==> config.mk <==
export PLATFORM = sky130hd
export DESIGN_NAME = nmr_pulse_programmer
export DESIGN_NICKNAME = d
export VERILOG_FILES = /design/src/verilog/nmr_pkg.sv /design/src/verilog/nmr_pulse_programmer.sv /design/src/verilog/echo_sample_packer.sv /design/src/verilog/iq_downconverter.sv /design/src/verilog/cpmg_sequencer.sv /design/src/verilog/nmr_param_regs.sv
export SDC_FILE = /design/constraint.sdc
export NUM_CORES = 1
export LEC_CHECK = 0
export ABC_AREA = 1
export ABC_CLOCK_PERIOD_IN_PS = 2900
export BUFFER_PORTS_ARGS = -buffer_cell sky130_fd_sc_hd__clkbuf_2
export CORE_ASPECT_RATIO = 1.5
export CORE_MARGIN = 2
export CORE_UTILIZATION = 33
export CTS_CLUSTER_SIZE = 16
export DETAILED_ROUTE_END_ITERATION = 12
export SYNTH_ARGS = -nofsm -noshare
export SYNTH_HDL_FRONTEND = slang
export SYNTH_SLANG_ARGS = --single-unit
export TNS_END_PERCENT = 50
==> constraint.sdc <==
create_clock -name pulseprog_clk -period 2.9 [get_ports pulseprog_clk]
set_clock_uncertainty 0.1 [all_clocks]
set_input_delay 0.58 -clock pulseprog_clk [delete_from_list [all_inputs] [get_ports pulseprog_clk]]
set_output_delay 0.58 -clock pulseprog_clk [all_outputs]
set_load 0.005 [all_outputs]
==> src/verilog/nmr_pkg.sv <==
package nmr_pkg;

	// ====================
	// widths
	// ====================
	localparam int ADC_PHYS_WIDTH = 14;	// adc code bits, no overflow bit
	localparam int DUR_WIDTH      = 32;	// durations and counts
	localparam int IQ_WIDTH       = 16;	// signed mixer output
	localparam int WB_ADR_WIDTH   = 4;	// word address
	localparam int WB_DAT_WIDTH   = 32;

	typedef logic [ADC_PHYS_WIDTH-1:0] adc_raw_t;	// unsigned adc code
	typedef logic signed [IQ_WIDTH-1:0] iq_t;	// one of i or q
	typedef logic [DUR_WIDTH-1:0] dur_t;	// pulseprog_clk cycles or a count
	typedef logic [WB_ADR_WIDTH-1:0] wb_adr_t;
	typedef logic [WB_DAT_WIDTH-1:0] wb_dat_t;

	// ====================
	// register map
	// ====================
	localparam wb_adr_t REG_CTRL     = 4'd0;	// bit0 start, bit1 phase
	localparam wb_adr_t REG_STATUS   = 4'd1;	// bit0 busy
	localparam wb_adr_t REG_P90      = 4'd2;	// 90 deg pulse length
	localparam wb_adr_t REG_P180     = 4'd3;	// 180 deg pulse length
	localparam wb_adr_t REG_D_NOSIG  = 4'd4;	// dead delay after p90
	localparam wb_adr_t REG_D_SIG    = 4'd5;	// tail after acq
	localparam wb_adr_t REG_INIT_DLY = 4'd6;	// rx settle before acq
	localparam wb_adr_t REG_SAMPLES  = 4'd7;	// samples per echo
	localparam wb_adr_t REG_ECHOES   = 4'd8;	// echoes per scan
	localparam wb_adr_t REG_DC_SUB   = 4'd9;	// adc dc offset

	// sequencer segments, in pulse train order
	typedef enum logic [2:0] {
		IDLE,
		P90,
		D_NOSIG,
		P180,
		SETTLE,
		ACQ,
		TAIL
	} seq_state_e;

endpackage
==> src/verilog/nmr_pulse_programmer.sv <==
`timescale 1ns/1ps

module nmr_pulse_programmer #(
	parameter int ECHO_IDX_W   = 8,
	parameter int SAMPLE_IDX_W = 10
) (
	input  logic                    pulseprog_clk,
	input  logic                    reset,
	input  logic                    wb_cyc,
	input  logic                    wb_stb,
	input  logic                    wb_we,
	input  nmr_pkg::wb_adr_t        wb_adr,
	input  nmr_pkg::wb_dat_t        wb_dat_w,
	output nmr_pkg::wb_dat_t        wb_dat_r,
	output logic                    wb_ack,
	input  nmr_pkg::adc_raw_t       adc_data,
	output logic                    rf_out_p,
	output logic                    rf_out_n,
	output logic                    tx_gate,
	output logic                    en_rx,
	output logic                    busy,
	output logic                    sample_valid,
	output nmr_pkg::iq_t            sample_i,
	output nmr_pkg::iq_t            sample_q,
	output logic [ECHO_IDX_W-1:0]   sample_echo,
	output logic [SAMPLE_IDX_W-1:0] sample_idx
);
	import nmr_pkg::*;

	logic start;	// one cycle scan start
	logic phase_cycle;	// 0 or 180 deg on p90
	dur_t p90;
	dur_t p180;
	dur_t d_nosig;
	dur_t d_sig;
	dur_t init_dly;
	dur_t samples;
	dur_t echoes;
	dur_t dc_sub;
	logic acq_window;	// sequencer acq segment
	iq_t  iq_i;
	iq_t  iq_q;

	// ====================
	// control path
	// ====================
	nmr_param_regs regs_i (
		.pulseprog_clk (pulseprog_clk),
		.reset         (reset),
		.wb_cyc        (wb_cyc),
		.wb_stb        (wb_stb),
		.wb_we         (wb_we),
		.wb_adr        (wb_adr),
		.wb_dat_w      (wb_dat_w),
		.wb_dat_r      (wb_dat_r),
		.wb_ack        (wb_ack),
		.busy          (busy),
		.start         (start),
		.phase_cycle   (phase_cycle),
		.p90           (p90),
		.p180          (p180),
		.d_nosig       (d_nosig),
		.d_sig         (d_sig),
		.init_dly      (init_dly),
		.samples       (samples),
		.echoes        (echoes),
		.dc_sub        (dc_sub)
	);

	cpmg_sequencer seq_i (
		.pulseprog_clk (pulseprog_clk),
		.reset         (reset),
		.start         (start),
		.phase_cycle   (phase_cycle),
		.p90           (p90),
		.p180          (p180),
		.d_nosig       (d_nosig),
		.d_sig         (d_sig),
		.init_dly      (init_dly),
		.samples       (samples),
		.echoes        (echoes),
		.busy          (busy),
		.tx_gate       (tx_gate),
		.en_rx         (en_rx),
		.acq_window    (acq_window),
		.rf_out_p      (rf_out_p),
		.rf_out_n      (rf_out_n)
	);

	// ====================
	// receive path
	// ====================
	iq_downconverter dconv_i (
		.pulseprog_clk (pulseprog_clk),
		.reset         (reset),
		.busy          (busy),
		.adc_data      (adc_data),
		.dc_sub        (dc_sub),
		.iq_i          (iq_i),
		.iq_q          (iq_q)
	);

	echo_sample_packer #(
		.ECHO_IDX_W   (ECHO_IDX_W),
		.SAMPLE_IDX_W (SAMPLE_IDX_W)
	) pack_i (
		.pulseprog_clk (pulseprog_clk),
		.reset         (reset),
		.busy          (busy),
		.acq_window    (acq_window),
		.iq_i          (iq_i),
		.iq_q          (iq_q),
		.sample_valid  (sample_valid),
		.sample_i      (sample_i),
		.sample_q      (sample_q),
		.sample_echo   (sample_echo),
		.sample_idx    (sample_idx)
	);

endmodule

==> src/verilog/echo_sample_packer.sv <==
`timescale 1ns/1ps

module echo_sample_packer #(
	parameter int ECHO_IDX_W   = 8,
	parameter int SAMPLE_IDX_W = 10
) (
	input  logic                    pulseprog_clk,
	input  logic                    reset,
	input  logic                    busy,
	input  logic                    acq_window,
	input  nmr_pkg::iq_t            iq_i,
	input  nmr_pkg::iq_t            iq_q,
	output logic                    sample_valid,
	output nmr_pkg::iq_t            sample_i,
	output nmr_pkg::iq_t            sample_q,
	output logic [ECHO_IDX_W-1:0]   sample_echo,
	output logic [SAMPLE_IDX_W-1:0] sample_idx
);

	logic [1:0] win_d;	// window, 2 cycles to meet the iq pipe
	logic [2:0] busy_d;	// busy at output timing

	// ====================
	// window and tags
	// ====================
	always_ff @(posedge pulseprog_clk)
	begin
		if (reset)
		begin
			win_d        <= 2'b00;
			busy_d       <= 3'b000;
			sample_valid <= 1'b0;
			sample_idx   <= '0;
			sample_echo  <= '0;
		end
		else
		begin
			win_d        <= {win_d[0], acq_window};
			busy_d       <= {busy_d[1:0], busy};
			sample_valid <= win_d[1];
			if (win_d[1])
				sample_idx <= sample_valid ? sample_idx + 1'b1 : '0;	// 0 at window start
			if (!busy_d[2])
				sample_echo <= '0;	// no scan
			else if (sample_valid && !win_d[1])
				sample_echo <= sample_echo + 1'b1;	// last sample of a window
		end
	end

	// iq payload, only inside the window
	always_ff @(posedge pulseprog_clk)
	begin
		if (win_d[1])
		begin
			sample_i <= iq_i;
			sample_q <= iq_q;
		end
	end

	// index restarts only on the first sample of a window
	idx_wrap_at_window: assert property (@(posedge pulseprog_clk) disable iff (reset)
		(sample_valid && sample_idx == '0) |-> !$past(sample_valid));

endmodule

==> src/verilog/iq_downconverter.sv <==
`timescale 1ns/1ps

module iq_downconverter (
	input  logic             pulseprog_clk,
	input  logic             reset,
	input  logic             busy,
	input  nmr_pkg::adc_raw_t adc_data,
	input  nmr_pkg::dur_t    dc_sub,
	output nmr_pkg::iq_t     iq_i,
	output nmr_pkg::iq_t     iq_q
);
	import nmr_pkg::*;

	logic [1:0] lo_phase;	// quarter rate lo, 0 at first busy cycle
	logic [1:0] ph_d1;	// phase of the sample in stage 1
	iq_t        diff_d1;	// dc free sample

	always_ff @(posedge pulseprog_clk)
	begin
		if (reset)
			lo_phase <= 2'd0;
		else if (busy)
			lo_phase <= lo_phase + 2'd1;
		else
			lo_phase <= 2'd0;	// idle, restart lo
	end

	// ====================
	// stage 1, dc removal
	// ====================
	always_ff @(posedge pulseprog_clk)
	begin
		diff_d1 <= iq_t'(adc_data) - iq_t'(dc_sub[ADC_PHYS_WIDTH-1:0]);	// both zero extended
		ph_d1   <= lo_phase;
	end

	// ====================
	// stage 2, mixing
	// ====================
	always_ff @(posedge pulseprog_clk)
	begin
		case (ph_d1)
			2'd0:
			begin
				iq_i <= diff_d1;	// cos 0
				iq_q <= '0;
			end
			2'd1:
			begin
				iq_i <= '0;
				iq_q <= diff_d1;	// sin 90
			end
			2'd2:
			begin
				iq_i <= -diff_d1;	// cos 180
				iq_q <= '0;
			end
			default:
			begin
				iq_i <= '0;
				iq_q <= -diff_d1;	// sin 270
			end
		endcase
	end

endmodule

==> src/verilog/cpmg_sequencer.sv <==
`timescale 1ns/1ps

module cpmg_sequencer (
	input  logic          pulseprog_clk,
	input  logic          reset,
	input  logic          start,
	input  logic          phase_cycle,
	input  nmr_pkg::dur_t p90,
	input  nmr_pkg::dur_t p180,
	input  nmr_pkg::dur_t d_nosig,
	input  nmr_pkg::dur_t d_sig,
	input  nmr_pkg::dur_t init_dly,
	input  nmr_pkg::dur_t samples,
	input  nmr_pkg::dur_t echoes,
	output logic          busy,
	output logic          tx_gate,
	output logic          en_rx,
	output logic          acq_window,
	output logic          rf_out_p,
	output logic          rf_out_n
);
	import nmr_pkg::*;

	seq_state_e state;	// current segment
	seq_state_e nxt_seg;	// segment after this one
	dur_t       dur_cnt;	// cycles left minus one
	dur_t       echo_cnt;	// echoes left after the current one
	dur_t       seg_dur;	// programmed length of nxt_seg
	logic       adv;	// leave current segment at this edge
	logic       rf_q;	// carrier, low outside tx

	// preset for the down counter, zero length runs one cycle
	function automatic dur_t load(input dur_t d);
		load = (d == '0) ? '0 : d - 1'b1;
	endfunction

	// ====================
	// segment order
	// ====================
	always_comb
	begin
		case (state)
			IDLE:    nxt_seg = P90;
			P90:     nxt_seg = D_NOSIG;
			D_NOSIG: nxt_seg = P180;
			P180:    nxt_seg = SETTLE;
			SETTLE:  nxt_seg = ACQ;
			ACQ:     nxt_seg = TAIL;
			default: nxt_seg = (echo_cnt == '0) ? IDLE : P180;	// tail, next echo or done
		endcase
	end

	always_comb
	begin
		case (nxt_seg)
			P90:     seg_dur = p90;
			D_NOSIG: seg_dur = d_nosig;
			P180:    seg_dur = p180;
			SETTLE:  seg_dur = init_dly;
			ACQ:     seg_dur = samples;
			TAIL:    seg_dur = d_sig;
			default: seg_dur = '0;
		endcase
	end

	assign adv = (state == IDLE) ? start : (dur_cnt == '0);

	// ====================
	// state and counters
	// ====================
	always_ff @(posedge pulseprog_clk)
	begin
		if (reset)
		begin
			state    <= IDLE;
			dur_cnt  <= '0;
			echo_cnt <= '0;
		end
		else if (adv)
		begin
			state   <= nxt_seg;
			dur_cnt <= load(seg_dur);
			if (state == IDLE)
				echo_cnt <= load(echoes);	// at least one echo
			else if (state == TAIL && nxt_seg == P180)
				echo_cnt <= echo_cnt - 1'b1;
		end
		else if (state != IDLE)
			dur_cnt <= dur_cnt - 1'b1;
	end

	// rf carrier, toggles every cycle inside a pulse
	always_ff @(posedge pulseprog_clk)
	begin
		if (reset)
			rf_q <= 1'b0;
		else if (adv)
			rf_q <= (nxt_seg == P90) ? ~phase_cycle : (nxt_seg == P180);	// p180 starts high
		else
			rf_q <= tx_gate & ~rf_q;
	end

	assign busy       = (state != IDLE);
	assign tx_gate    = (state == P90) || (state == P180);
	assign en_rx      = (state == SETTLE) || (state == ACQ) || (state == TAIL);
	assign acq_window = (state == ACQ);
	assign rf_out_p   = rf_q;
	assign rf_out_n   = tx_gate & ~rf_q;	// inverse only while gated

	tx_rx_exclusive: assert property (@(posedge pulseprog_clk) disable iff (reset)
		!(tx_gate && en_rx));

	acq_inside_rx: assert property (@(posedge pulseprog_clk) disable iff (reset)
		acq_window |-> en_rx);

endmodule

==> src/verilog/nmr_param_regs.sv <==
`timescale 1ns/1ps

module nmr_param_regs (
	input  logic             pulseprog_clk,
	input  logic             reset,
	input  logic             wb_cyc,
	input  logic             wb_stb,
	input  logic             wb_we,
	input  nmr_pkg::wb_adr_t wb_adr,
	input  nmr_pkg::wb_dat_t wb_dat_w,
	output nmr_pkg::wb_dat_t wb_dat_r,
	output logic             wb_ack,
	input  logic             busy,
	output logic             start,
	output logic             phase_cycle,
	output nmr_pkg::dur_t    p90,
	output nmr_pkg::dur_t    p180,
	output nmr_pkg::dur_t    d_nosig,
	output nmr_pkg::dur_t    d_sig,
	output nmr_pkg::dur_t    init_dly,
	output nmr_pkg::dur_t    samples,
	output nmr_pkg::dur_t    echoes,
	output nmr_pkg::dur_t    dc_sub
);
	import nmr_pkg::*;

	logic    req;	// new bus cycle, ack not yet given
	logic    param_wr;	// write that may land
	wb_dat_t rd_data;	// read mux

	assign req      = wb_cyc & wb_stb & ~wb_ack;
	assign param_wr = req & wb_we & ~busy;	// scan running, drop the write

	// ====================
	// bus handshake
	// ====================
	always_ff @(posedge pulseprog_clk)
	begin
		if (reset)
		begin
			wb_ack   <= 1'b0;
			wb_dat_r <= '0;
			start    <= 1'b0;
		end
		else
		begin
			wb_ack <= req;	// one cycle, next edge
			if (req)
				wb_dat_r <= rd_data;	// held while ack high
			start <= param_wr && (wb_adr == REG_CTRL) && wb_dat_w[0];
		end
	end

	// ====================
	// parameter registers
	// ====================
	always_ff @(posedge pulseprog_clk)
	begin
		if (reset)
		begin
			phase_cycle <= 1'b0;
			p90         <= '0;
			p180        <= '0;
			d_nosig     <= '0;
			d_sig       <= '0;
			init_dly    <= '0;
			samples     <= '0;
			echoes      <= '0;
			dc_sub      <= '0;
		end
		else if (param_wr)
		begin
			case (wb_adr)
				REG_CTRL:     phase_cycle <= wb_dat_w[1];
				REG_P90:      p90         <= wb_dat_w;
				REG_P180:     p180        <= wb_dat_w;
				REG_D_NOSIG:  d_nosig     <= wb_dat_w;
				REG_D_SIG:    d_sig       <= wb_dat_w;
				REG_INIT_DLY: init_dly    <= wb_dat_w;
				REG_SAMPLES:  samples     <= wb_dat_w;
				REG_ECHOES:   echoes      <= wb_dat_w;
				REG_DC_SUB:   dc_sub      <= wb_dat_w;
				default:      ;	// status is read only
			endcase
		end
	end

	always_comb
	begin
		case (wb_adr)
			REG_CTRL:     rd_data = wb_dat_t'({phase_cycle, 1'b0});	// start reads 0
			REG_STATUS:   rd_data = wb_dat_t'(busy);
			REG_P90:      rd_data = p90;
			REG_P180:     rd_data = p180;
			REG_D_NOSIG:  rd_data = d_nosig;
			REG_D_SIG:    rd_data = d_sig;
			REG_INIT_DLY: rd_data = init_dly;
			REG_SAMPLES:  rd_data = samples;
			REG_ECHOES:   rd_data = echoes;
			REG_DC_SUB:   rd_data = dc_sub;
			default:      rd_data = '0;	// unmapped
		endcase
	end

	// ack drops after one cycle even with cyc/stb held
	ack_single_cycle: assert property (@(posedge pulseprog_clk) disable iff (reset)
		wb_ack |=> !wb_ack);

endmodule

==> metrics.txt, run 1 <==
Final Setup Violations 0; Register-to-Register Setup Slack 0.11 ns; post-synthesis cell area 22700 um^2; Max-Slew Margin vs Limit 34.3%; Worst setup SP type flop; Pwr Density 761 nW/um^2; Post-Route WL 82800 um; Syn. warnings 0; post-route ant nets 0; max-slew violations 0; vias in the first global route around 21000; Pre-Repair DR Iteration Count 6; Post-Syn Instances 3097; largest net degree at the start of global routing 88; Avg Cell Area, Syn around 7.3 um^2; Crit. Startpoint seq_i.echo_cnt[1]; initial antenna violation count 11; Worst Setup EP seq_i.dur_cnt[6]; Synth async-reset ratio 0%; min-delay worst type input pin to flop; Worst-Margin Slew approximately 1 ns; Worst Path Required 3.34 ns; Final Hold Viols 0; Leakage Power 0.0112 uW; Post-synth EDFFs 32; Worst setup EP type flop; Final nets about 3400; Area Overhead vs Synth 22.5%; RR Startpoint seq_i.echo_cnt[1]; WP depth 17; WL per Instance 19.4 um; total number of vias around 23000; RSZ-0062 raised after global routing yes; H-tree depth 2; most frequent cells in the layout dfxtp_1 (429), o21ai_0 (407), a21oi_1 (348), nor2_1 (344), inv_1 (327); Core Rows 117; # clock sinks 466; num ports between 100 and 150; crit path cell chain inv_2, ha_4, nand2_2, nor2_1, nand2_1, nor2_4, nand2_4, buf_12, buf_4, nand3_2, nand2_2, nor2_4, nand2_2, nor2_4, xor2_1, nand2_1, a21oi_1; fin cells ~4300; # hold bufs at CTS 0; clk root buf clkbuf_16; Synthesized Nets between 3000 and 4000; Worst-Skew Late Latency 0.62 ns; CP Buf/Inv Count 3; DR iter-0 viols 2102; WP data arrival 3.23 ns; die width 218 um; Max stage delay cell, worst path dfxtp_2; I/O Buffers 143; CP Class flop to flop; Initial Utilization 33.4%; die area 71000 um^2; worst-path fanout max 5; grt ovf 0; top_reg_cell synth dfxtp_1; crit-path max cell delay between 0.3 and 0.4 ns; Die Height 325 um; Max Buffers Root-to-Sink 3; Tot GR Track Use 22.4%; synth unique cells 56; CTS tree built; Peak VDD IR 0.000397 V; r2r endpoint seq_i.dur_cnt[6]; Reg clk slew, reported paths around 0.070 ns; DRC viols 0; final setup margin 0.108 ns; GP Congestion 0.914; crit share post-route 96.3%; most common cell after layout, fill and taps aside dfxtp_1; Inserted Clock Buffers 47; layout cells sized above 1 18.6%; post-DP HPWL between 50000 and 60000 um; setup_tns 0 ns; register area share after synthesis 42.5%; status finished, final reports clean; core region area 67900 um^2; max_cap viols 0; first-pass GRT wire length 124000 um; Fmax 0.358 GHz; Inst Count DP 4170; Setup WS pre-CTS -0.0282 ns; via/cell ratio 5.28; worst reg2reg path depth 17; Crit path max-delay family simple AND/OR/NAND/NOR gates; Yosys reg bits around 470; Tmin final 2.79 ns
final cells by class:
type	count	area (um^2)
inverter	361	1370
timing repair inverter	2	15.0
clock inverter	26	315
timing repair buffer	353	2620
sequential	466	9660
tap	892	1120
multi-input combinational	2109	11400
fill	7050	40100
clock buffer	58	1260
antenna	7	17.5
what timing repair did:
item,in CTS,in global routing
cloned,0,6
gates resized for setup,5,128
pin swaps,1,43
endpoints found under the setup margin,5,62
setup buffers,0,7
power breakdown:
| group | switching (uW) | internal [uW] | total [uW] |
|---|---|---|---|
| Clock | 2790 | 3560 | 6350 |
| Sequential | 411 | 7140 | 7550 |
| Combinational | 4470 | 2820 | 7280 |
| Total | 7670 | 13500 | 21200 |
worst register-to-register path, stage by stage (launching register included):
cell and delay (ns):
dfxtp_2 0.32, inv_2 0.07, ha_4 0.13, nand2_2 0.04
nor2_1 0.08, nand2_1 0.11, nor2_4 0.22, nand2_4 0.15
buf_12 0.18, buf_4 0.15, nand3_2 0.06, nand2_2 0.11
nor2_4 0.14, nand2_2 0.11, nor2_4 0.21, xor2_1 0.32
nand2_1 0.11, a21oi_1 0.12
cell usage after synthesis, types with 3 or more instances:
library cell | count | area, um^2
a211oi_1 | 7 | 52.6
a21boi_0 | 3 | 22.5
a21o_1 | 3 | 22.5
a21oi_1 | 350 | 1750
a221oi_1 | 23 | 201
a31oi_1 | 21 | 131
buf_1 | 4 | 15.0
buf_2 | 19 | 95.1
buf_6 | 8 | 90.1
clkbuf_1 | 128 | 480
clkinv_1 | 11 | 41.3
dfxtp_1 | 434 | 8690
edfxtp_1 | 32 | 961
ha_1 | 23 | 288
inv_1 | 336 | 1260
inv_2 | 12 | 45.0
nand2_1 | 328 | 1230
nand2_2 | 28 | 175
nand2_4 | 6 | 67.6
nand3_1 | 106 | 531
nand3_2 | 9 | 90.1
nand4_1 | 17 | 106
nor2_1 | 370 | 1390
nor2_2 | 28 | 175
nor2_4 | 12 | 135
nor3_1 | 51 | 255
nor4_1 | 11 | 68.8
o211ai_1 | 10 | 75.1
o21ai_0 | 412 | 2060
o21ai_1 | 6 | 30.0
o21bai_1 | 6 | 45.0
o21bai_2 | 3 | 33.8
o221ai_1 | 5 | 43.8
o22ai_1 | 149 | 932
o31ai_1 | 5 | 37.5
o41ai_1 | 21 | 184
or2_2 | 5 | 31.3
xnor2_1 | 15 | 131
xor2_1 | 57 | 499
kinds of logic (layout without fill, tap and decap cells):
kind of cell / after synthesis / after routing / synth area share, %
AOI/OAI and AO/OA: 1032 / 1032 / 25.1
xor gates and xnor gates: 72 / 72 / 2.78
adders and majority gates: 24 / 24 / 1.36
buffers and inverters: 522 / 800 / 9.05
DFF: 466 / 466 / 42.5
other: 0 / 7 / 0
and+or+nand+nor: 981 / 981 / 19.2
layer usage:
metal,track usage [%],part of all wire (%)
met1,25.5,39
met2,37.9,47
met3,3.32,5.8
met4,16.2,7.9
met5,0,0.057
state kept, by name, indices dropped and copies added (netlist names), 16 cells and up:
name and cells:
regs_i.d_nosig 32, regs_i.d_sig 32, regs_i.dc_sub 32, regs_i.echoes 32, regs_i.init_dly 32, regs_i.p180 32
regs_i.p90 32, regs_i.samples 32, regs_i.wb_dat_r 32, seq_i.dur_cnt 32, seq_i.echo_cnt 32, dconv_i.iq_i 16
dconv_i.iq_q 16, pack_i.sample_i 16, pack_i.sample_q 16
worst min path at each step:
stage / startpoint / to / slack (ns) / cells past startpoint
6_report: reset / pack_i.sample_idx[1] / 0.17 / 2
5_1_grt: reset / pack_i.sample_idx[1] / 0.18 / 2
4_1_cts: reset / pack_i.sample_idx[1] / 0.15 / 2
3_5_place_dp: dconv_i.lo_phase[1] / dconv_i.ph_d1[1] / 0.26 / 0
3_3_place_gp: dconv_i.lo_phase[1] / dconv_i.ph_d1[1] / 0.26 / 0
2_1_floorplan: dconv_i.lo_phase[1] / dconv_i.ph_d1[1] / 0.25 / 0
per-stage QoR:
stage          total power (uW)  instance area (um^2)  hold slack [ns]  util (%)
3_3_place_gp              14400                 25600            0.255      37.7
6_report                  21200                 27800            0.173      41.0
3_5_place_dp              14500                 25600            0.259      37.7
5_1_grt                   22300                 27800            0.184      41.0
2_1_floorplan             11700                 22700            0.250         -
4_1_cts                   20800                 27200            0.148      40.0
Note: power is estimated with default switching activity, not from simulation.
==> run 2: changes to the inputs <==
--- a/config.mk
+++ b/config.mk
@@ -5,7 +5,7 @@
 export SDC_FILE = /design/constraint.sdc
 export NUM_CORES = 1
 export LEC_CHECK = 0
-export ABC_AREA = 1
+export ABC_AREA = 0
 export ABC_CLOCK_PERIOD_IN_PS = 2900
 export BUFFER_PORTS_ARGS = -buffer_cell sky130_fd_sc_hd__clkbuf_2
 export CORE_ASPECT_RATIO = 1.5
==> metrics.txt, run 2 <==
post-synthesis cell area 22200 um^2 (was 22700 um^2); Syn. warnings 0 (unchanged); Max stage delay cell, worst path a21oi_1 (was dfxtp_2); Max Buffers Root-to-Sink 3 (unchanged); crit share post-route 122% (was 96.3%); RSZ-0062 raised after global routing yes (unchanged); total number of vias 22721 (was 22561); Post-Route WL 89900 um (was 82800 um); worst-path fanout max 5 (unchanged); CP Class flop to flop (unchanged); failing checks negative setup slack; Tot GR Track Use 25.5% (was 22.4%); via/cell ratio 5.54 (was 5.28); setup_tns -27.10 ns (was 0 ns); vias in the first global route 22411 (was 21389); Worst-Skew Late Latency 0.62 ns (about the same); DR iter-0 viols 1940 (was 2102); Post-synth top cells nand2_1 (628), dfxtp_1 (434), a21oi_1 (369), nor2_1 (200), clkbuf_1 (158) (was dfxtp_1 (434), o21ai_0 (412), nor2_1 (370), a21oi_1 (350), inv_1 (336)); Worst-Margin Slew 0.937 ns (was 0.984 ns); min-delay worst type input pin to flop (unchanged); ranking of synthesized cells by area dfxtp_1 (39%), nand2_1 (11%), a21oi_1 (8.3%) (was dfxtp_1 (38%), o21ai_0 (9.1%), a21oi_1 (7.7%)); Inserted Clock Buffers 47 (unchanged); WP data arrival 3.98 ns (was 3.23 ns); die area 69300 um^2 (was 71000 um^2); Synth async-reset ratio 0% (unchanged); top_reg_cell synth dfxtp_1 (unchanged); max-slew violations 0 (unchanged); fillers 6583 (was 7050); largest net degree at the start of global routing 109 (was 88); Inst Count DP 3966 (was 4170); most frequent cells in the layout nand2_1 (613), dfxtp_1 (426), a21oi_1 (362), buf_4 (337), nor2_1 (191) (was dfxtp_1 (429), o21ai_0 (407), a21oi_1 (348), nor2_1 (344), inv_1 (327)); Reg clk slew, reported paths 0.07 ns (about the same); Max-Slew Margin vs Limit 37.5% (was 34.3%); Initial Utilization 33.3% (was 33.4%); # clock sinks 466 (unchanged); max_cap viols 0 (unchanged); initial antenna violation count 1 (was 11); register area share after synthesis 43.5% (was 42.5%); CTS tree built (unchanged); Most Frequent Cell on Critical Path buf_4; most frequent cell after synthesis nand2_1 (was dfxtp_1); Peak VDD IR 0.000518 V (was 0.000397 V); post-DP HPWL 60400 um (was 58700 um); Final Setup Violations 66 (was 0); clk root buf clkbuf_16 (unchanged); Worst Path Required 3.33 ns (was 3.34 ns); status finished, violations left (was finished, final reports clean); die width 216 um (was 218 um); Post-Syn Instances 2783 (was 3097); DRC viols 0 (unchanged); post-route ant nets 0 (unchanged); num ports 144 (unchanged); crit path cell chain nor4_2, nand4_1, buf_4, nor4_4, buf_4, nor2_2, buf_4, buf_4, a21oi_1, nand2b_1, a2111oi_4, and3_1, o21ai_1, a21oi_1 (was inv_2, ha_4, nand2_2, nor2_1, nand2_1, nor2_4, nand2_4, buf_12, buf_4, nand3_2, nand2_2, nor2_4, nand2_2, nor2_4, xor2_1, nand2_1, a21oi_1); Avg Cell Area, Syn 7.97 um^2 (was 7.33 um^2); Tmin final 3.55 ns (was 2.79 ns); final setup margin -0.652 ns (was 0.108 ns); Core Rows 116 (was 117); most common cell after layout, fill and taps aside nand2_1 (was dfxtp_1); grt ovf 0 (unchanged); H-tree depth 2 (unchanged); Yosys reg bits 466 (unchanged); share of the synthesized area in the top cell type 39.2% (was 38.3%); I/O Buffers 143 (unchanged); Final nets 3259 (was 3419); layout cells sized above 1 25.7% (was 18.6%); core region area 66600 um^2 (was 67900 um^2); Pwr Density 894 nW/um^2 (was 761 nW/um^2); Post-synth EDFFs 32 (unchanged); Die Height 321 um (was 325 um); Area Overhead vs Synth 33.7% (was 22.5%); GP Congestion 0.964 (was 0.914); fin cells 4104 (was 4274); Setup WS pre-CTS -0.758 ns (was -0.0282 ns); Synthesized Nets 2862 (was 3176); WL per Instance 21.9 um (was 19.4 um); Worst setup EP type flop (unchanged); first-pass GRT wire length 135000 um (was 124000 um); # hold bufs at CTS 0 (unchanged); PnR Total Power 26500 uW (was 21200 uW); Pre-Repair DR Iteration Count 6 (unchanged); largest area contributor in the netlist dfxtp_1 (unchanged); Leakage Power 0.0110 uW (was 0.0112 uW); crit-path max cell delay 0.37 ns (was 0.32 ns); Fmax 0.282 GHz (was 0.358 GHz); synth unique cells 78 (was 56); Final Hold Viols 0 (unchanged); Worst setup SP type flop (unchanged)
-- run 2: cell types whose count changed after synthesis, moves of 33 or more --
cell / previous run / this run
inv_1: 336 / 37
o22ai_1: 149 / 20
nand3_1: 106 / 32
mux2i_1: 0 / 38
nor2_1: 370 / 200
o21ai_0: 412 / 85
a22o_1: 1 / 34
xnor2_1: 15 / 48
a22oi_1: 0 / 94
nand2_1: 328 / 628
-- run 2: cell type report --
type	count	area, um^2	area share, %
inverters	41	159	0.536
repair buffers	574	4840	16.3
flip-flops and latches	466	9660	32.6
multi-input cells	2050	12300	41.4
clock buffers	65	1360	4.58
diodes	1	2.50	0.00844
well taps	885	1110	3.74
clock inverters	22	253	0.853
-- run 2: repair_timing --
action,CTS,global route
gates cloned,12,0
setup buffers,34,7
endpoints found under the setup margin,100,93
resized for setup,142,41
pin swaps,84,38
-- run 2: layer usage --
layer,share of wire [%],vias up,track usage (%),routed length [um]
met5,0,-,0,0
met4,7.2,0,16.3,6430
met3,7.0,343,4.64,6300
met2,49,1005,44.6,43600
met1,37,10794,28.3,33500
li1,-,10579,-,-
-- run 2: cells by family after synthesis --
kind of cell | count (synthesis) | share of synthesized area (%)
mux | 54 | 2.99
flops | 466 | 43.5
fa+ha+maj | 24 | 1.39
xor+xnor | 97 | 3.83
simple gates | 1090 | 21.4
compound gates | 782 | 22.0
buf+inv | 270 | 4.89
-- run 2: power by group --
group | total, uW | leakage (uW) | switching (uW) | internal, uW
clock | 6450 | 0.000792 | 2780 | 3660
sequential | 7350 | 0.00381 | 339 | 7010
combinational | 12700 | 0.00636 | 6810 | 5910
total | 26500 | 0.0110 | 9930 | 16600
-- run 2: critical path, delay by kind of cell, from the launching register on --
kind | cells | cell delay (ns)
buffers and inverters | 4 | 0.74
DFF | 1 | 0.33
AOI/OAI and AO/OA | 4 | 0.91
and+or+nand+nor | 6 | 1.36
-- run 2: metrics by stage --
step                      instance area (um^2)  util [%]  hold WS (ns)
after floorplan                          22500         -         0.250
after global placement                   26800      40.2         0.256
after detailed placement                 26800      40.2         0.262
after CTS                                29500      44.2         0.160
after global routing                     29600      44.5         0.171
final                                    29600      44.5         0.179
-- run 2: final timing paths --
path | from | to | slack (ns) | depth (start not counted)
worst max-delay path | seq_i.echo_cnt[30] | seq_i.dur_cnt[15] | -0.65 | 14
worst min-delay path | adc_data[13] | dconv_i.diff_d1[14] | 0.18 | 3
worst max register to register | seq_i.echo_cnt[30] | seq_i.dur_cnt[15] | -0.65 | 14
worst min register to register | dconv_i.lo_phase[1] | dconv_i.ph_d1[1] | 0.27 | 0
==> run 3: changes to the inputs <==
--- a/config.mk
+++ b/config.mk
@@ -13,6 +13,7 @@
 export CORE_UTILIZATION = 33
 export CTS_CLUSTER_SIZE = 16
 export DETAILED_ROUTE_END_ITERATION = 12
+export REMOVE_ABC_BUFFERS = 1
 export SYNTH_ARGS = -nofsm -noshare
 export SYNTH_HDL_FRONTEND = slang
 export SYNTH_SLANG_ARGS = --single-unit
==> constraint.sdc (replaced) <==
create_clock -name pulseprog_clk -period 2.9 [get_ports pulseprog_clk]
set_clock_uncertainty 0.1 [all_clocks]
set_input_delay 0 -clock pulseprog_clk [delete_from_list [all_inputs] [get_ports pulseprog_clk]]
set_output_delay 0 -clock pulseprog_clk [all_outputs]
set_load 0.005 [all_outputs]
==> metrics.txt, run 3 (synthesis results as in run 2) <==
Worst setup EP type flop (unchanged); num ports 144 (unchanged); Max-Slew Margin vs Limit 35.1% (was 37.5%); min-delay worst type input pin to flop (unchanged); status finished, violations left (unchanged); most common cell after layout, fill and taps aside nand2_1 (unchanged); clk root buf clkbuf_16 (unchanged); Area Overhead vs Synth 33.4% (was 33.7%); grt ovf 0 (unchanged); Pwr Density 864 nW/um^2 (was 894 nW/um^2); first-pass GRT wire length 131000 um (was 135000 um); final setup margin -0.664 ns (was -0.652 ns); worst-path fanout max 8 (was 5); Inserted Clock Buffers 46 (was 47); max-slew violations 0 (unchanged); Worst setup SP type flop (unchanged); die width 216 um (unchanged); Leakage Power 0.0109 uW (was 0.0110 uW); Post-Route WL 88000 um (was 89900 um); DRC viols 0 (unchanged); met1 Use GR 26.8% (was 28.3%); Core Rows 116 (unchanged); post-route ant nets 0 (unchanged); I/O Buffers 143 (unchanged); Worst-Skew Late Latency 0.62 ns (about the same); RSZ-0062 raised after global routing yes (unchanged); # clock sinks 466 (unchanged); fillers 6540 (was 6583); CP Class flop to flop (unchanged); post-DP HPWL 60000 um (was 60400 um); Worst-Margin Slew 0.974 ns (was 0.937 ns); vias in the first global route 21832 (was 22411); Die Height 321 um (unchanged); met2 Track Usage GR 42.4% (was 44.6%); crit share post-route 123% (was 122%); met3 usage 3.78% (was 4.64%); CTS tree built (unchanged); Final nets 3283 (was 3259); core region area 66600 um^2 (unchanged); via/cell ratio 5.50 (was 5.54); post-layout util 44.4% (was 44.5%); DR iter-0 viols 2036 (was 1940); WL per Instance 21.3 um (was 21.9 um); WP data arrival 3.96 ns (was 3.98 ns); Max Buffers Root-to-Sink 3 (unchanged); Worst Path Required 3.30 ns (was 3.33 ns); Initial Utilization 33.3% (unchanged); failing checks negative setup slack (unchanged); Fmax 0.281 GHz (was 0.282 GHz); Reg clk slew, reported paths 0.07 ns (about the same); GP Congestion 0.942 (was 0.964); max_cap viols 0 (unchanged); layout cells sized above 1 23.3% (was 25.7%); Final Hold Viols 0 (unchanged); setup_tns -27.68 ns (was -27.10 ns); largest net degree at the start of global routing 80 (was 109); total number of vias 22707 (was 22721); initial antenna violation count 2 (was 1); Tot GR Track Use 24.5% (was 25.5%); Peak VDD IR 0.000563 V (was 0.000518 V); die area 69300 um^2 (unchanged); Pre-Repair DR Iteration Count 5 (was 6); most frequent cells in the layout nand2_1 (619), dfxtp_1 (428), a21oi_1 (363), buf_4 (331), nor2_1 (189) (was nand2_1 (613), dfxtp_1 (426), a21oi_1 (362), buf_4 (337), nor2_1 (191)); gr busiest metal met2 (unchanged); H-tree depth 2 (unchanged); Final Setup Violations 68 (was 66); Tmin final 3.56 ns (was 3.55 ns)
run 3: layout make-up:
type                       count  area, um^2  share of cell area (%)
antenna                        2        5.00                  0.0169
clock inverter                17         241                   0.817
timing repair buffer         600        4970                    16.8
sequential                   466        9660                    32.7
inverter                      41         154                   0.520
clock buffer                  67        1330                    4.51
multi-input combinational   2049       12100                    40.9
tap                          885        1110                    3.74
run 3: worst paths after layout:
kind | startpoint | end | slack (ns) | cells after the start
min reg2reg | dconv_i.lo_phase[1] | dconv_i.ph_d1[1] | 0.27 | 0
max | seq_i.echo_cnt[8] | seq_i.dur_cnt[0] | -0.66 | 13
max reg2reg | seq_i.echo_cnt[8] | seq_i.dur_cnt[0] | -0.66 | 13
min | wb_adr[1] | regs_i.wb_dat_r[1] | 0.04 | 5
run 3: metal layers:
metal | routed length (um) | up-vias
li1 | - | 10638
met1 | 32400 | 10790
met2 | 42300 | 942
met3 | 5600 | 337
met4 | 7700 | 0
met5 | 0 | -
run 3: what timing repair did:
action,CTS,global route
hold endpoints to repair,360,0
gates cloned,4,6
hold buffers,61,0
pin swaps,66,61
setup buffers,21,5
setup endpoints to repair,69,91
gates resized for setup,97,85
run 3: report_power, final:
group | total (uW) | switching [uW] | internal, uW
clock network | 6420 | 2760 | 3660
registers | 7310 | 305 | 7010
logic | 11800 | 6430 | 5390
total | 25600 | 9500 | 16100
run 3: per-stage QoR:
stage	hold WS, ns	setup slack, ns	total power (uW)	cell area (um^2)	instances
after floorplan	-0.0309	-3.03	12200	21200	2554
after global placement	0.230	-0.756	16700	26300	3945
after detailed placement	0.217	-0.878	16800	26300	3945
after CTS	0.00218	-0.582	24400	29100	4115
after global routing	0.0884	-0.769	26700	29600	4127
final	0.0373	-0.664	25600	29600	4127
run 3: worst max-delay path, cell delays in order (launching register included):
cell and delay (ns):
dfxtp_2 0.32, or4_4 0.53, nand4b_4 0.21, or4_4 0.68
buf_8 0.20, a31oi_4 0.16, and4_4 0.27, nand2_2 0.08
nor4_4 0.26, buf_6 0.18, buf_6 0.12, nor2b_1 0.06
a211oi_1 0.20, nor3_1 0.07
